[config.mk]
export PLATFORM = sky130hd
export DESIGN_NAME = uproc_top
export DESIGN_NICKNAME = d
export VERILOG_FILES = /design/src/logic/uproc_pkg.sv /design/src/logic/input_synch.sv /design/src/logic/jtag_port.sv /design/src/logic/boot_block.sv /design/src/logic/mem_controller.sv /design/src/logic/bscan_cell.sv /design/src/logic/uproc_top.sv
export VERILOG_INCLUDE_DIRS = /design/src /design/src/logic
export SDC_FILE = /design/constraint.sdc
export NUM_CORES = 1
export LEC_CHECK = 0
export BUFFER_PORTS_ARGS = -buffer_cell sky130_fd_sc_hd__buf_4
export CAP_MARGIN = 20
export CORE_MARGIN = 4
export CORE_UTILIZATION = 60
export DETAILED_ROUTE_END_ITERATION = 10
export PLACE_DENSITY = 0.85
export SLEW_MARGIN = 15
export SYNTH_ARGS = -nofsm -noshare
export SYNTH_HDL_FRONTEND = slang
export SYNTH_SLANG_ARGS = --single-unit
[constraint.sdc]
create_clock -name i_clk -period 10.49 [get_ports i_clk]
set_clock_uncertainty 0.05 [all_clocks]
set_input_delay 1.5735 -clock i_clk [delete_from_list [all_inputs] [get_ports i_clk]]
set_output_delay 1.5735 -clock i_clk [all_outputs]
set_load 0.01 [all_outputs]
[src/logic/uproc_defines.svh]
// Shared sizes and codes; UPROC_BSCAN_LEN must equal the bit width of uproc_pkg::pin_bus_t.
`ifndef UPROC_DEFINES_SVH
`define UPROC_DEFINES_SVH

// ----------------------------------------------------------
// Memory bus and JTAG command framing.
`define UPROC_WORD_W      16
`define UPROC_CMD_W       24

// ----------------------------------------------------------
// Boot copy from SPI storage, always starting at storage address 0.
`define UPROC_BOOT_WORDS  4
`define UPROC_BOOT_BASE   16'h0100
`define UPROC_SPI_READ    8'h03

// Address, data, write, enable, booted and paused.
`define UPROC_BSCAN_LEN   36

// ----------------------------------------------------------
// JTAG opcodes, top 4 bits of a command frame.
`define UPROC_OP_NOP        4'd0
`define UPROC_OP_PAUSE      4'd1
`define UPROC_OP_RUN        4'd2
`define UPROC_OP_SET_ADDR   4'd3
`define UPROC_OP_WRITE      4'd4
`define UPROC_OP_SCAN_ON    4'd5
`define UPROC_OP_SCAN_OFF   4'd6
`define UPROC_OP_SCAN_SHIFT 4'd7

`endif

[src/logic/uproc_pkg.sv]
// Field order of pin_bus_t fixes the boundary scan order; bit 0 sits next to TDI.
`default_nettype none

`include "uproc_defines.svh"

package uproc_pkg;

    // ----------------------------------------------------------
    // One memory bus request, 34 bits.
    typedef struct packed {
        logic [`UPROC_WORD_W-1:0] addr;
        logic [`UPROC_WORD_W-1:0] data;
        logic                     wr;
        logic                     en;
    } mem_req_t;

    // Raw or synchronized JTAG input pins.
    typedef struct packed {
        logic tck;
        logic tdi;
        logic tms;
    } jtag_pins_t;

    // Scan strobes are one-cycle pulses; drive is a level.
    typedef struct packed {
        logic capture;
        logic shift;
        logic update;
        logic drive;
    } bscan_ctrl_t;

    // Pin vector in chain order, paused is bit 0.
    typedef struct packed {
        mem_req_t mem;
        logic     booted;
        logic     paused;
    } pin_bus_t;

    // ----------------------------------------------------------
    // Boot sequencer states.
    typedef enum logic [1:0] {
        BOOT_IDLE,
        BOOT_CMD,
        BOOT_DATA,
        BOOT_DONE
    } boot_state_e;

endpackage

`default_nettype wire

[src/logic/input_synch.sv]
// TCK must stay at each level for at least three i_clk cycles or edges are lost.
`timescale 1ns/1ps
`default_nettype none

module input_synch (
    input  wire logic                   i_clk,
    input  wire logic                   i_arst_n,
    input  wire uproc_pkg::jtag_pins_t  i_pins,
    output logic                        o_rst_n,
    output uproc_pkg::jtag_pins_t       o_pins,
    output logic                        o_tck_rise
);

    logic [1:0]            rst_q;
    uproc_pkg::jtag_pins_t pins_q1;
    uproc_pkg::jtag_pins_t pins_q2;
    uproc_pkg::jtag_pins_t pins_q3;
    logic                  tck_rise_q;

    // ----------------------------------------------------------
    // Reset asserts at once and releases two edges later.
    always_ff @(posedge i_clk or negedge i_arst_n) begin
        if (!i_arst_n) begin
            rst_q <= 2'b00;
        end else begin
            rst_q <= {rst_q[0], 1'b1};
        end
    end

    assign o_rst_n = rst_q[1];

    // ----------------------------------------------------------
    // Two-flop synchronizer.
    // Third stage keeps the previous TCK and aligns TDI/TMS to the pulse.
    always_ff @(posedge i_clk or negedge i_arst_n) begin
        if (!i_arst_n) begin
            pins_q1    <= '0;
            pins_q2    <= '0;
            pins_q3    <= '0;
            tck_rise_q <= 1'b0;
        end else begin
            pins_q1    <= i_pins;
            pins_q2    <= pins_q1;
            pins_q3    <= pins_q2;
            tck_rise_q <= pins_q2.tck & ~pins_q3.tck;
        end
    end

    assign o_pins     = pins_q3;
    assign o_tck_rise = tck_rise_q;

endmodule

`default_nettype wire

[src/logic/jtag_port.sv]
// Simplified serial command port, not an IEEE 1149.1 TAP; TMS high marks frame bits.
`timescale 1ns/1ps
`default_nettype none

`include "uproc_defines.svh"

module jtag_port (
    input  wire logic                   i_clk,
    input  wire logic                   i_arst_n,
    input  wire uproc_pkg::jtag_pins_t  i_pins,
    input  wire logic                   i_tck_rise,
    input  wire logic                   i_is_booted,
    input  wire logic                   i_core_idle,
    input  wire logic                   i_chain_tail,
    output logic                        o_tdo,
    output uproc_pkg::mem_req_t         o_mem_req,
    output uproc_pkg::bscan_ctrl_t      o_scan,
    output logic                        o_now_paused
);

    localparam int CMD_W = `UPROC_CMD_W;

    logic [CMD_W-1:0]         cmd_q;
    logic                     tms_prev_q;
    logic                     exec_q;
    logic                     pause_req_q;
    logic                     scan_mode_q;
    logic [`UPROC_WORD_W-1:0] addr_q;
    uproc_pkg::mem_req_t      req_q;
    uproc_pkg::bscan_ctrl_t   scan_q;
    logic [3:0]               opcode;
    logic [`UPROC_WORD_W-1:0] arg;
    logic                     shift_edge;
    logic                     frame_end;

    // ----------------------------------------------------------
    // Frame decode.
    assign opcode     = cmd_q[CMD_W-1 -: 4];
    assign arg        = cmd_q[`UPROC_WORD_W-1:0];
    assign shift_edge = i_tck_rise & i_pins.tms;
    // First TMS-low edge after a TMS-high one closes the frame.
    assign frame_end  = i_tck_rise & ~i_pins.tms & tms_prev_q;

    always_ff @(posedge i_clk or negedge i_arst_n) begin
        if (!i_arst_n) begin
            cmd_q       <= '0;
            tms_prev_q  <= 1'b0;
            exec_q      <= 1'b0;
            pause_req_q <= 1'b0;
            scan_mode_q <= 1'b0;
            addr_q      <= '0;
            req_q       <= '0;
            scan_q      <= '0;
        end else begin
            // Strobes are single-cycle by default.
            req_q.wr       <= 1'b0;
            req_q.en       <= 1'b0;
            scan_q.capture <= 1'b0;
            scan_q.shift   <= 1'b0;
            scan_q.update  <= 1'b0;
            exec_q         <= frame_end & ~scan_mode_q;

            if (i_tck_rise) begin
                tms_prev_q <= i_pins.tms;
            end

            // Command bits enter at the top, old bit 0 leaves on TDO.
            if (shift_edge && !scan_mode_q) begin
                cmd_q <= {i_pins.tdi, cmd_q[CMD_W-1:1]};
            end

            // Scan mode steers frame bits into the chain instead.
            if (scan_mode_q) begin
                scan_q.shift <= shift_edge;
                if (frame_end) begin
                    scan_q.update <= 1'b1;
                    scan_mode_q   <= 1'b0;
                end
            end

            // ----------------------------------------------------------
            // Execute one cycle after the frame end.
            if (exec_q) begin
                case (opcode)
                    `UPROC_OP_NOP:      ;
                    `UPROC_OP_PAUSE:    pause_req_q <= 1'b1;
                    `UPROC_OP_RUN:      pause_req_q <= 1'b0;
                    `UPROC_OP_SET_ADDR: addr_q <= arg;
                    `UPROC_OP_WRITE: begin
                        // Dropped unless the bus belongs to this port.
                        if (i_is_booted && o_now_paused) begin
                            req_q  <= '{addr: addr_q, data: arg, wr: 1'b1, en: 1'b1};
                            addr_q <= addr_q + 1'b1;
                        end
                    end
                    `UPROC_OP_SCAN_ON:  scan_q.drive <= 1'b1;
                    `UPROC_OP_SCAN_OFF: scan_q.drive <= 1'b0;
                    `UPROC_OP_SCAN_SHIFT: begin
                        scan_q.capture <= 1'b1;
                        scan_mode_q    <= 1'b1;
                    end
                    default: ;
                endcase
            end
        end
    end

    // ----------------------------------------------------------
    // Outputs.
    // Paused only once the core has also gone idle.
    assign o_now_paused = pause_req_q & i_core_idle;
    assign o_tdo        = scan_mode_q ? i_chain_tail : cmd_q[0];
    assign o_mem_req    = req_q;
    assign o_scan       = scan_q;

endmodule

`default_nettype wire

[src/logic/boot_block.sv]
// Runs once per reset; the storage must drive SDO on falling SCK at i_clk/2 rate.
`timescale 1ns/1ps
`default_nettype none

`include "uproc_defines.svh"

module boot_block (
    input  wire logic           i_clk,
    input  wire logic           i_arst_n,
    output logic                o_spi_sck,
    output logic                o_spi_cs_n,
    output logic                o_spi_sdi,
    input  wire logic           i_spi_sdo,
    output uproc_pkg::mem_req_t o_mem_req,
    output logic                o_now_booted
);

    // Read opcode plus a 16-bit storage address.
    localparam int TX_W   = 8 + `UPROC_WORD_W;
    localparam int WCNT_W = $clog2(`UPROC_BOOT_WORDS + 1);

    uproc_pkg::boot_state_e   state_q;
    logic [4:0]               bit_cnt_q;
    logic [WCNT_W-1:0]        word_cnt_q;
    logic [TX_W-1:0]          tx_q;
    logic [`UPROC_WORD_W-1:0] rx_q;
    logic                     sck_q;
    logic                     cs_n_q;
    logic                     booted_q;
    uproc_pkg::mem_req_t      req_q;

    always_ff @(posedge i_clk or negedge i_arst_n) begin
        if (!i_arst_n) begin
            state_q    <= uproc_pkg::BOOT_IDLE;
            bit_cnt_q  <= '0;
            word_cnt_q <= '0;
            tx_q       <= '0;
            rx_q       <= '0;
            sck_q      <= 1'b0;
            cs_n_q     <= 1'b1;
            booted_q   <= 1'b0;
            req_q      <= '0;
        end else begin
            req_q.wr <= 1'b0;
            req_q.en <= 1'b0;

            case (state_q)
                // ----------------------------------------------------------
                // Select the device and load the read command.
                uproc_pkg::BOOT_IDLE: begin
                    cs_n_q  <= 1'b0;
                    tx_q    <= {`UPROC_SPI_READ, {`UPROC_WORD_W{1'b0}}};
                    state_q <= uproc_pkg::BOOT_CMD;
                end

                // Command phase.
                // SDI moves on the clock that drops SCK.
                uproc_pkg::BOOT_CMD: begin
                    sck_q <= ~sck_q;
                    if (sck_q) begin
                        tx_q      <= tx_q << 1;
                        bit_cnt_q <= bit_cnt_q + 1'b1;
                        if (bit_cnt_q == 5'(TX_W - 1)) begin
                            bit_cnt_q <= '0;
                            state_q   <= uproc_pkg::BOOT_DATA;
                        end
                    end
                end

                // ----------------------------------------------------------
                // Data phase.
                // SDO is sampled on the clock that raises SCK.
                uproc_pkg::BOOT_DATA: begin
                    sck_q <= ~sck_q;
                    if (!sck_q) begin
                        rx_q      <= {rx_q[`UPROC_WORD_W-2:0], i_spi_sdo};
                        bit_cnt_q <= bit_cnt_q + 1'b1;
                        if (bit_cnt_q == 5'(`UPROC_WORD_W - 1)) begin
                            // Word complete, emit one write.
                            bit_cnt_q  <= '0;
                            word_cnt_q <= word_cnt_q + 1'b1;
                            req_q.addr <= `UPROC_BOOT_BASE + `UPROC_WORD_W'(word_cnt_q);
                            req_q.data <= {rx_q[`UPROC_WORD_W-2:0], i_spi_sdo};
                            req_q.wr   <= 1'b1;
                            req_q.en   <= 1'b1;
                            if (word_cnt_q == WCNT_W'(`UPROC_BOOT_WORDS - 1)) begin
                                cs_n_q  <= 1'b1;
                                state_q <= uproc_pkg::BOOT_DONE;
                            end
                        end
                    end
                end

                // Booted rises a cycle after the last write.
                // The controller still routes that write from boot.
                uproc_pkg::BOOT_DONE: begin
                    sck_q    <= 1'b0;
                    booted_q <= 1'b1;
                end

                default: state_q <= uproc_pkg::BOOT_IDLE;
            endcase
        end
    end

    assign o_spi_sck    = sck_q;
    assign o_spi_cs_n   = cs_n_q;
    assign o_spi_sdi    = tx_q[TX_W-1];
    assign o_mem_req    = req_q;
    assign o_now_booted = booted_q;

endmodule

`default_nettype wire

[src/logic/mem_controller.sv]
// Requests are fire-and-forget; a request from a source not currently selected is lost.
`timescale 1ns/1ps
`default_nettype none

module mem_controller (
    input  wire logic                i_clk,
    input  wire logic                i_arst_n,
    input  wire uproc_pkg::mem_req_t i_boot_req,
    input  wire uproc_pkg::mem_req_t i_jtag_req,
    input  wire uproc_pkg::mem_req_t i_core_req,
    input  wire logic                i_is_booted,
    input  wire logic                i_is_paused,
    output uproc_pkg::mem_req_t      o_mem
);

    uproc_pkg::mem_req_t sel_req;
    uproc_pkg::mem_req_t mem_q;

    // ----------------------------------------------------------
    // Source rule.
    // Boot owns the bus until booted, then JTAG while paused.
    always_comb begin
        if (!i_is_booted) begin
            sel_req = i_boot_req;
        end else if (i_is_paused) begin
            sel_req = i_jtag_req;
        end else begin
            sel_req = i_core_req;
        end
    end

    // Bus changes only on clock edges.
    always_ff @(posedge i_clk or negedge i_arst_n) begin
        if (!i_arst_n) begin
            mem_q <= '0;
        end else begin
            mem_q <= sel_req;
        end
    end

    assign o_mem = mem_q;

endmodule

`default_nettype wire

[src/logic/bscan_cell.sv]
// Runs on i_clk with one-cycle strobes from the JTAG port, never on TCK itself.
`timescale 1ns/1ps
`default_nettype none

module bscan_cell (
    input  wire logic                   i_clk,
    input  wire logic                   i_arst_n,
    input  wire logic                   i_func,
    input  wire logic                   i_shift_in,
    input  wire uproc_pkg::bscan_ctrl_t i_scan,
    output logic                        o_pin,
    output logic                        o_shift_out
);

    logic shift_q;
    logic update_q;

    // ----------------------------------------------------------
    // Capture wins over shift.
    always_ff @(posedge i_clk or negedge i_arst_n) begin
        if (!i_arst_n) begin
            shift_q  <= 1'b0;
            update_q <= 1'b0;
        end else begin
            if (i_scan.capture) begin
                shift_q <= i_func;
            end else if (i_scan.shift) begin
                shift_q <= i_shift_in;
            end
            if (i_scan.update) begin
                update_q <= shift_q;
            end
        end
    end

    // Pin follows the function unless scan drives it.
    assign o_pin       = i_scan.drive ? update_q : i_func;
    assign o_shift_out = shift_q;

endmodule

`default_nettype wire

[src/logic/uproc_top.sv]
// No processor core inside; core requests and idle come from outside and pins are outputs only.
`timescale 1ns/1ps
`default_nettype none

`include "uproc_defines.svh"

module uproc_top (
    input  wire logic                   i_clk,
    input  wire logic                   i_arst_n,
    input  wire uproc_pkg::jtag_pins_t  i_jtag,
    output logic                        o_jtag_tdo,
    output logic                        o_spi_sck,
    output logic                        o_spi_cs_n,
    output logic                        o_spi_sdi,
    input  wire logic                   i_spi_sdo,
    input  wire uproc_pkg::mem_req_t    i_core_req,
    input  wire logic                   i_core_idle,
    output uproc_pkg::pin_bus_t         o_pins
);

    localparam int LEN = `UPROC_BSCAN_LEN;

    logic                   rst_n;
    uproc_pkg::jtag_pins_t  jtag_sync;
    logic                   tck_rise;
    uproc_pkg::mem_req_t    boot_req;
    uproc_pkg::mem_req_t    jtag_req;
    uproc_pkg::mem_req_t    mem_bus;
    uproc_pkg::bscan_ctrl_t scan_ctrl;
    logic                   now_booted;
    logic                   now_paused;
    uproc_pkg::pin_bus_t    func_pins;
    logic [LEN-1:0]         pin_vec;
    // Chain link i feeds cell i; link 0 is TDI, link LEN the tail.
    logic [LEN:0]           chain;

    // ----------------------------------------------------------
    // Reset and JTAG pin synchronization.
    input_synch u_input_synch (
        .i_clk      (i_clk),
        .i_arst_n   (i_arst_n),
        .i_pins     (i_jtag),
        .o_rst_n    (rst_n),
        .o_pins     (jtag_sync),
        .o_tck_rise (tck_rise)
    );

    // Command port, also drains the scan chain.
    jtag_port u_jtag_port (
        .i_clk        (i_clk),
        .i_arst_n     (rst_n),
        .i_pins       (jtag_sync),
        .i_tck_rise   (tck_rise),
        .i_is_booted  (now_booted),
        .i_core_idle  (i_core_idle),
        .i_chain_tail (chain[LEN]),
        .o_tdo        (o_jtag_tdo),
        .o_mem_req    (jtag_req),
        .o_scan       (scan_ctrl),
        .o_now_paused (now_paused)
    );

    // ----------------------------------------------------------
    // Boot copy from SPI storage.
    boot_block u_boot_block (
        .i_clk        (i_clk),
        .i_arst_n     (rst_n),
        .o_spi_sck    (o_spi_sck),
        .o_spi_cs_n   (o_spi_cs_n),
        .o_spi_sdi    (o_spi_sdi),
        .i_spi_sdo    (i_spi_sdo),
        .o_mem_req    (boot_req),
        .o_now_booted (now_booted)
    );

    // Bus owner select.
    mem_controller u_mem_controller (
        .i_clk       (i_clk),
        .i_arst_n    (rst_n),
        .i_boot_req  (boot_req),
        .i_jtag_req  (jtag_req),
        .i_core_req  (i_core_req),
        .i_is_booted (now_booted),
        .i_is_paused (now_paused),
        .o_mem       (mem_bus)
    );

    // ----------------------------------------------------------
    // Boundary scan chain, zero-latency path to the pins.
    assign func_pins = '{mem: mem_bus, booted: now_booted, paused: now_paused};
    assign chain[0]  = jtag_sync.tdi;

    for (genvar i = 0; i < LEN; i++) begin : g_bscan
        bscan_cell u_cell (
            .i_clk       (i_clk),
            .i_arst_n    (rst_n),
            .i_func      (func_pins[i]),
            .i_shift_in  (chain[i]),
            .i_scan      (scan_ctrl),
            .o_pin       (pin_vec[i]),
            .o_shift_out (chain[i+1])
        );
    end

    assign o_pins = uproc_pkg::pin_bus_t'(pin_vec);

endmodule

`default_nettype wire

### Word level (Yosys, flattened, before mapping)

Cells that the tools add are included.

| word-level totals | value |
|---|---|
| register bits after elaboration | 280 |
| bits in latches | 0 |
| memory bits (writable) | 0 |
| memory bits (read-only) | 0 |
| output and inout port bits | 40 |
| word-level logic and storage cells | 317 |
| memories | 0 |

| operators by class | value |
|---|---|
| add/sub/neg operators | 4 |
| multipliers | 0 |
| divide/modulo/power cells | 0 |
| order comparisons | 0 |
| equality and inequality tests | 19 |
| shift operators | 0 |
| multiplexer cells | 147 |
| bitwise gates (word level) | 10 |
| reduce and logical (&&, ||, !) cells | 24 |

Operators with widths:

| cell | count |
|---|---|
| $mux W1 | 119 |
| $mux W34 | 2 |
| $pmux W24 S2 | 1 |
| $pmux W16 S2 | 1 |
| $mux W2 | 12 |
| $mux W24 | 1 |
| $mux W5 | 4 |
| $add A16 B1 Y16 const B | 1 |
| $eq A4 B3 Y1 const B | 4 |
| $mux W16 | 1 |
| $reduce_bool A2 Y1 | 8 |
| $reduce_and A3 Y1 | 4 |
| $add A9 B3 Y10 const A | 1 |
| $ne A2 B1 Y1 const B | 5 |
| $pmux W5 S2 | 1 |
| $eq A4 B2 Y1 const B | 2 |
| $pmux W1 S2 | 4 |
| $reduce_and A2 Y1 | 4 |
| $and A1 B1 Y1 | 6 |
| $pmux W2 S3 | 1 |
| $reduce_and A6 Y1 | 1 |
| $add A5 B1 Y5 const B | 1 |
| $eq A5 B4 Y1 const B | 1 |
| $eq A5 B5 Y1 const B | 1 |
| 13 further kinds | 18 |

### Longest topological paths before layout

| depth | value |
|---|---|
| depth in word-level cells | 7 |
| mapped depth | 8 |
| depth with buffers taken out | 8 |

### Modules after synthesis

Synthesis repeated with hierarchy kept, for this count alone.

| unflattened totals | value |
|---|---|
| cells, all modules | 927 |
| area, all modules | 11529.8 um^2 |

Modules (own cells, without submodules):

| module | times used | cells an instance | area each (um^2) | sequential area each (um^2) |
|---|---|---|---|---|
| jtag_port | 1 | 270 | 3587.2 | 2026.9 |
| bscan_cell | 36 | 7 | 95.1 | 50.0 |
| boot_block | 1 | 243 | 2600.0 | 1427.6 |
| mem_controller | 1 | 148 | 1601.5 | 850.8 |
| input_synch | 1 | 14 | 317.8 | 300.3 |

### Least setup slack after synthesis

OpenSTA, ideal clock, no wires.

| path | value |
|---|---|
| kind | input to output |
| start point | in i_core_idle |
| end point | out o_pins[0] (netlist name) |
| arrival | 2.252 ns |
| data required time | 8.867 ns |
| setup slack | 6.615 ns |
| cell stages on the path | 4 |
| path through | nand2_1 clkbuf_1 o21ai_0 buf_4 |

| between the ends | value |
|---|---|
| word-level cells in the longest chain between the ends | 2 |

RTL lines:

| item | RTL line | text |
|---|---|---|
| start, declared | uproc_top.sv:17 | `input wire logic i_core_idle,` |
| $and A1 B1 Y1 | jtag_port.sv:111 | `assign o_now_paused = pause_req_q & i_core_idle;` |
| $mux W1 | bscan_cell.sv:37 | `assign o_pin = i_scan.drive ? update_q : i_func;` |
| end, declared | uproc_top.sv:18 | `output uproc_pkg::pin_bus_t o_pins` |

Every way passes these cells.

==> implementation parameters <==
Parameter                              Value

Timing
  Post-route fraction of the period consumed by the critical path ... 39.86%
  Hold Fails Final Rpt ... 0
  Setup violations, final ... 0
  Tmin final ... 4182 ps
  Fmax ... 0.2391 GHz
  RSZ-0062 raised after global routing ... false
  Transition time at the pin with the least slew margin ... 948.3 ps
  Sum of negative setup slack ... 0 ps
  Worst slew margin relative to its limit ... 36.78%
  Number of max-slew violations in the final report ... 0

Synth
  Netlist cell types ... 52
  Mapped Area ... 11290 µm²
  Net count after synthesis ... 998
  Yosys warning total ... 0
  Post-synthesis share of cell area spent on full adders, half adders and majority gates ... 1.220%
  Async set-reset flop share out of synthesis ... 100.0%
  Flop and latch count out of synthesis ... 256
  Post-synthesis xor/xnor area fraction ... 0.07761%
  Number of instances in the synthesized netlist ... 946
  EDFF count, synth ... 0
  Post-synthesis area per instance ... 11.93 µm²
  Synth Area in Compound Gates ... 8.027%
  Proportion of synthesized chip area in sequential cells ... 56.77%
  Dominant combinational cell family by area after synthesis ... multiplexers
  Proportion of synthesized area in mux cells ... 20.23%
  Simple-gate area share of the yosys netlist ... 8.758%
  Flip-flop cell with the highest count after synthesis ... dfrtp_1

Power and ir drop
  VDD IR-drop max ... 107.9 µV
  P_int ... 0.001704 W
  Combinational cell fraction of total power ... 8.9%
  Sequential group share of total power ... 49.4%
  Clock power frac ... 41.7%
  Net Sw Frac ... 23.73%
  Switch Pwr ... 0.0005300 W
  Power per cell area ... 176.2 nW/µm²
  Leakage ... 5.972 nW

Place
  RD Place Congestion ... 0.8306
  Detail Placement HPWL ... 15.15 mm
  I/O Buffers ... 80
  Number of cells in the design after placement ... 1181

Floorplan
  Die X-Extent ... 145.2 µm
  Effective utilization at floorplan ... 61.98%
  Total number of placement rows ... 49
  # IOs ... 81
  Die Area ... 21070 µm²
  Core Footprint ... 18210 µm²
  Die height ... 145.2 µm

Clocking
  Clock Tree Buf Depth ... 3
  Count of H-tree levels built during CTS ... 1
  # Post-CTS Setup Buffers ... 0
  Hold bufs inserted after CTS ... 0
  CTS sink count ... 256
  Cell at the root of the clock tree ... clkbuf_16
  Clock transition at path regs ... 60 ps
  CTS tree ... built
  Insertion delay of the later-clocked pin in the worst-skew pair ... 510 ps
  Num CTS Buffers ... 26
  Number of cells upsized or downsized after cts ... 0

Worst setup path
  Launching instance or port of the critical path ... i_core_idle
  Kind of end point of the critical path ... output pin
  Critical Setup Path Class ... primary input to output pin
  Arrival time at the worst endpoint ... 2560 ps
  Required @ worst endpoint ... 8870 ps
  Largest fanout on the critical path ... 35
  Startpoint class of the critical path ... primary input
  Startpoint of the most critical register-to-register path ... u_boot_block.o_now_booted$_DFFE_PN0P_

Status
  Status ... finished, final reports clean

Route
  Per-cell via count in the routed design ... 5.893
  Total iterations of the first detailed-routing run ... 5
  Detailed-route wire length ... 23.02 mm
  Drt wl/cell ... 18.72 µm
  DRC violation count after routing ... 0
  Number of nets still failing antenna checks after routing ... 0
  DRC marker count from the first detailed-route iteration ... 540
  Vias post-DR ... 7248

Hold path
  Class of the most critical hold timing path ... flop to async pin

Final layout
  Total inserted antenna cells ... 0
  Fin nets ... 1033
  Layout Area Growth over Synthesis ... 12.31%
  Post-route non-filler standard cell count ... 1230
  Ratio of cells with drive above 1 in the final layout ... 31.97%

Global route
  Global-route wire length before repair ... 38.76 mm
  Pin count of the biggest net entering global routing ... 80
  Via count of the first global-routing pass ... 7518
  Global routing usage summed across all routing layers ... 22.09%
  Initial antenna violation count ... 2
  Leftover overflow at the end of global routing ... 0

Run
  Max-cap check violation count ... 0
==> cells in the mapped netlist, drive strengths merged (2+ instances only) <==
| cell | n | area, µm² |
|---|---|---|
| nand3b | 4 | 30.03 |
| nand3 | 13 | 65.06 |
| nand2b | 3 | 18.77 |
| a21o | 3 | 22.52 |
| buf | 55 | 392.9 |
| nor2 | 38 | 158.9 |
| mux2i | 38 | 380.4 |
| or2 | 2 | 12.52 |
| o22ai | 7 | 50.05 |
| and2 | 2 | 15.02 |
| nor3 | 5 | 30.03 |
| clkbuf | 31 | 116.4 |
| a2bb2oi | 5 | 43.79 |
| and3 | 2 | 12.51 |
| o31a | 2 | 17.52 |
| inv | 11 | 41.29 |
| a21oi | 30 | 150.1 |
| ha | 11 | 137.6 |
| a22o | 7 | 61.31 |
| nand4b | 2 | 17.52 |
| mux2 | 169 | 1903 |
| dfrtp | 255 | 6381 |
| nand4 | 2 | 12.51 |
| a31oi | 21 | 131.4 |
| o21ai | 61 | 305.3 |
| nand2 | 139 | 529.3 |
| nor4 | 2 | 27.53 |
| a21boi | 12 | 90.09 |
| nor2b | 4 | 32.53 |
==> stage by stage <==
stage / setup slack, ps / cell area, µm² / hold WS (ps) / utilization [%] / power (W)
after floorplan: 3079 / 11290 / 281.2 / - / 0.001258
after global placement: 6373 / 11750 / 279.7 / 64.54 / 0.001306
after detailed placement: 6336 / 11770 / 280.0 / 64.63 / 0.001318
after CTS: 6331 / 12650 / 290.8 / 69.50 / 0.002247
after global routing: 6251 / 12670 / 311.1 / 69.61 / 0.002321
final: 6308 / 12670 / 261.6 / 69.61 / 0.002234
==> placed cells by master, fill, tap and decap left out, drive strengths merged, types with 2 or more instances in the layout <==
master   synthesis  routed
nor2b            4       4
nor4             2       2
a21o             3       3
nor3             5       5
o31a             2       2
nand3b           4       4
ha              11      11
mux2           169     169
nand2          139     139
a2bb2oi          5       5
buf             55      93
and2             2       2
nand2b           3       3
dfrtp          255     255
clkbuf          31      42
a21oi           30      30
nor2            38      38
or2              2       2
nand4b           2       2
o22ai            7       7
a22o             7       7
clkinv           0       5
inv             11      11
nand3           13      13
a31oi           21      21
and3             2       2
o21ai           61      61
a21boi          12      12
nand4            2       2
mux2i           38      38
==> path summary, 6_finish.rpt <==
check	to	slack [ps]	cells after the start
hold reg to reg	u_jtag_port.scan_mode_q$_DFF_PN0_	260	0
max in group asynchronous	g_bscan[12].u_cell.o_shift_out$_DFFE_PN0P_	8090	2
hold / removal	u_jtag_port.scan_mode_q$_DFF_PN0_	260	0
setup / recovery	o_pins[0]	6310	5
setup reg to reg	u_jtag_port.o_mem_req[9]$_DFFE_PN0P_	8000	5
min in group i_clk	u_input_synch.pins_q2[1]$_DFF_PN0_	300	0
==> cells by family (layout without fill, tap and decap cells) <==
logic type,after synthesis,after routing
flops,256,256
simple gates,221,221
mux,207,207
compound gates,152,152
buf+inv,97,152
fa+ha+maj,11,11
other cells,1,1
xor+xnor,1,1
==> state kept, by name (all words and copies together), names as in the netlist, 2 cells and up <==
signal and count:
g_bscan.u_cell.o_shift_out 36, g_bscan.u_cell.update_q 36, u_input_synch.pins_q2 3, u_jtag_port.cmd_q 24, u_boot_block.bit_cnt_q 5, u_mem_controller.o_mem 34
u_input_synch.o_pins 3, u_jtag_port.addr_q 16, u_boot_block.tx_q 8, u_input_synch.rst_q 2, u_boot_block.o_mem_req 21, u_jtag_port.o_scan 4
u_boot_block.state_q 2, u_boot_block.rx_q 15, u_jtag_port.o_mem_req 33, u_input_synch.pins_q1 3, u_boot_block.word_cnt_q 3
==> critical path, cell delays in order <==
cell and delay (ps):
buf_4 120, nand2_1 60, buf_4 370, o21ai_0 220, buf_4 200
==> area by class of cell <==
type | count | area (µm²)
clock buffers | 42 | 832.0
repair buffers | 93 | 718.2
multi-input cells | 593 | 4328
flip-flops and latches | 256 | 6414
well taps | 229 | 286.5
inverters | 11 | 41.29
fillers | 1219 | 5534
clock inverters | 6 | 55.05
==> power groups by stage <==
| stage | combinational, W | clock [W] | sequential [W] |
|---|---|---|---|
| 4_1_cts | 0.000201 | 0.000943 | 0.00110 |
| 3_3_place_gp | 0.000191 | 0 | 0.00111 |
| 5_1_grt | 0.000221 | 0.000990 | 0.00111 |
| 6_report | 0.000199 | 0.000932 | 0.00110 |
| 3_5_place_dp | 0.000199 | 0 | 0.00112 |
| 2_1_floorplan | 0.000151 | 0 | 0.00111 |
==> metal layers <==
| metal | up-vias | global-route usage (%) | wire length (µm) |
|---|---|---|---|
| met3 | 60 | 3.835 | 1166 |
| li1 | 3340 | - | - |
| met2 | 221 | 36.53 | 11170 |
| met4 | 4 | 7.170 | 694 |
| met1 | 3623 | 30.21 | 9962 |
| met5 | - | 0 | 24 |
No activity file was read; power rests on OpenSTA's default activity.
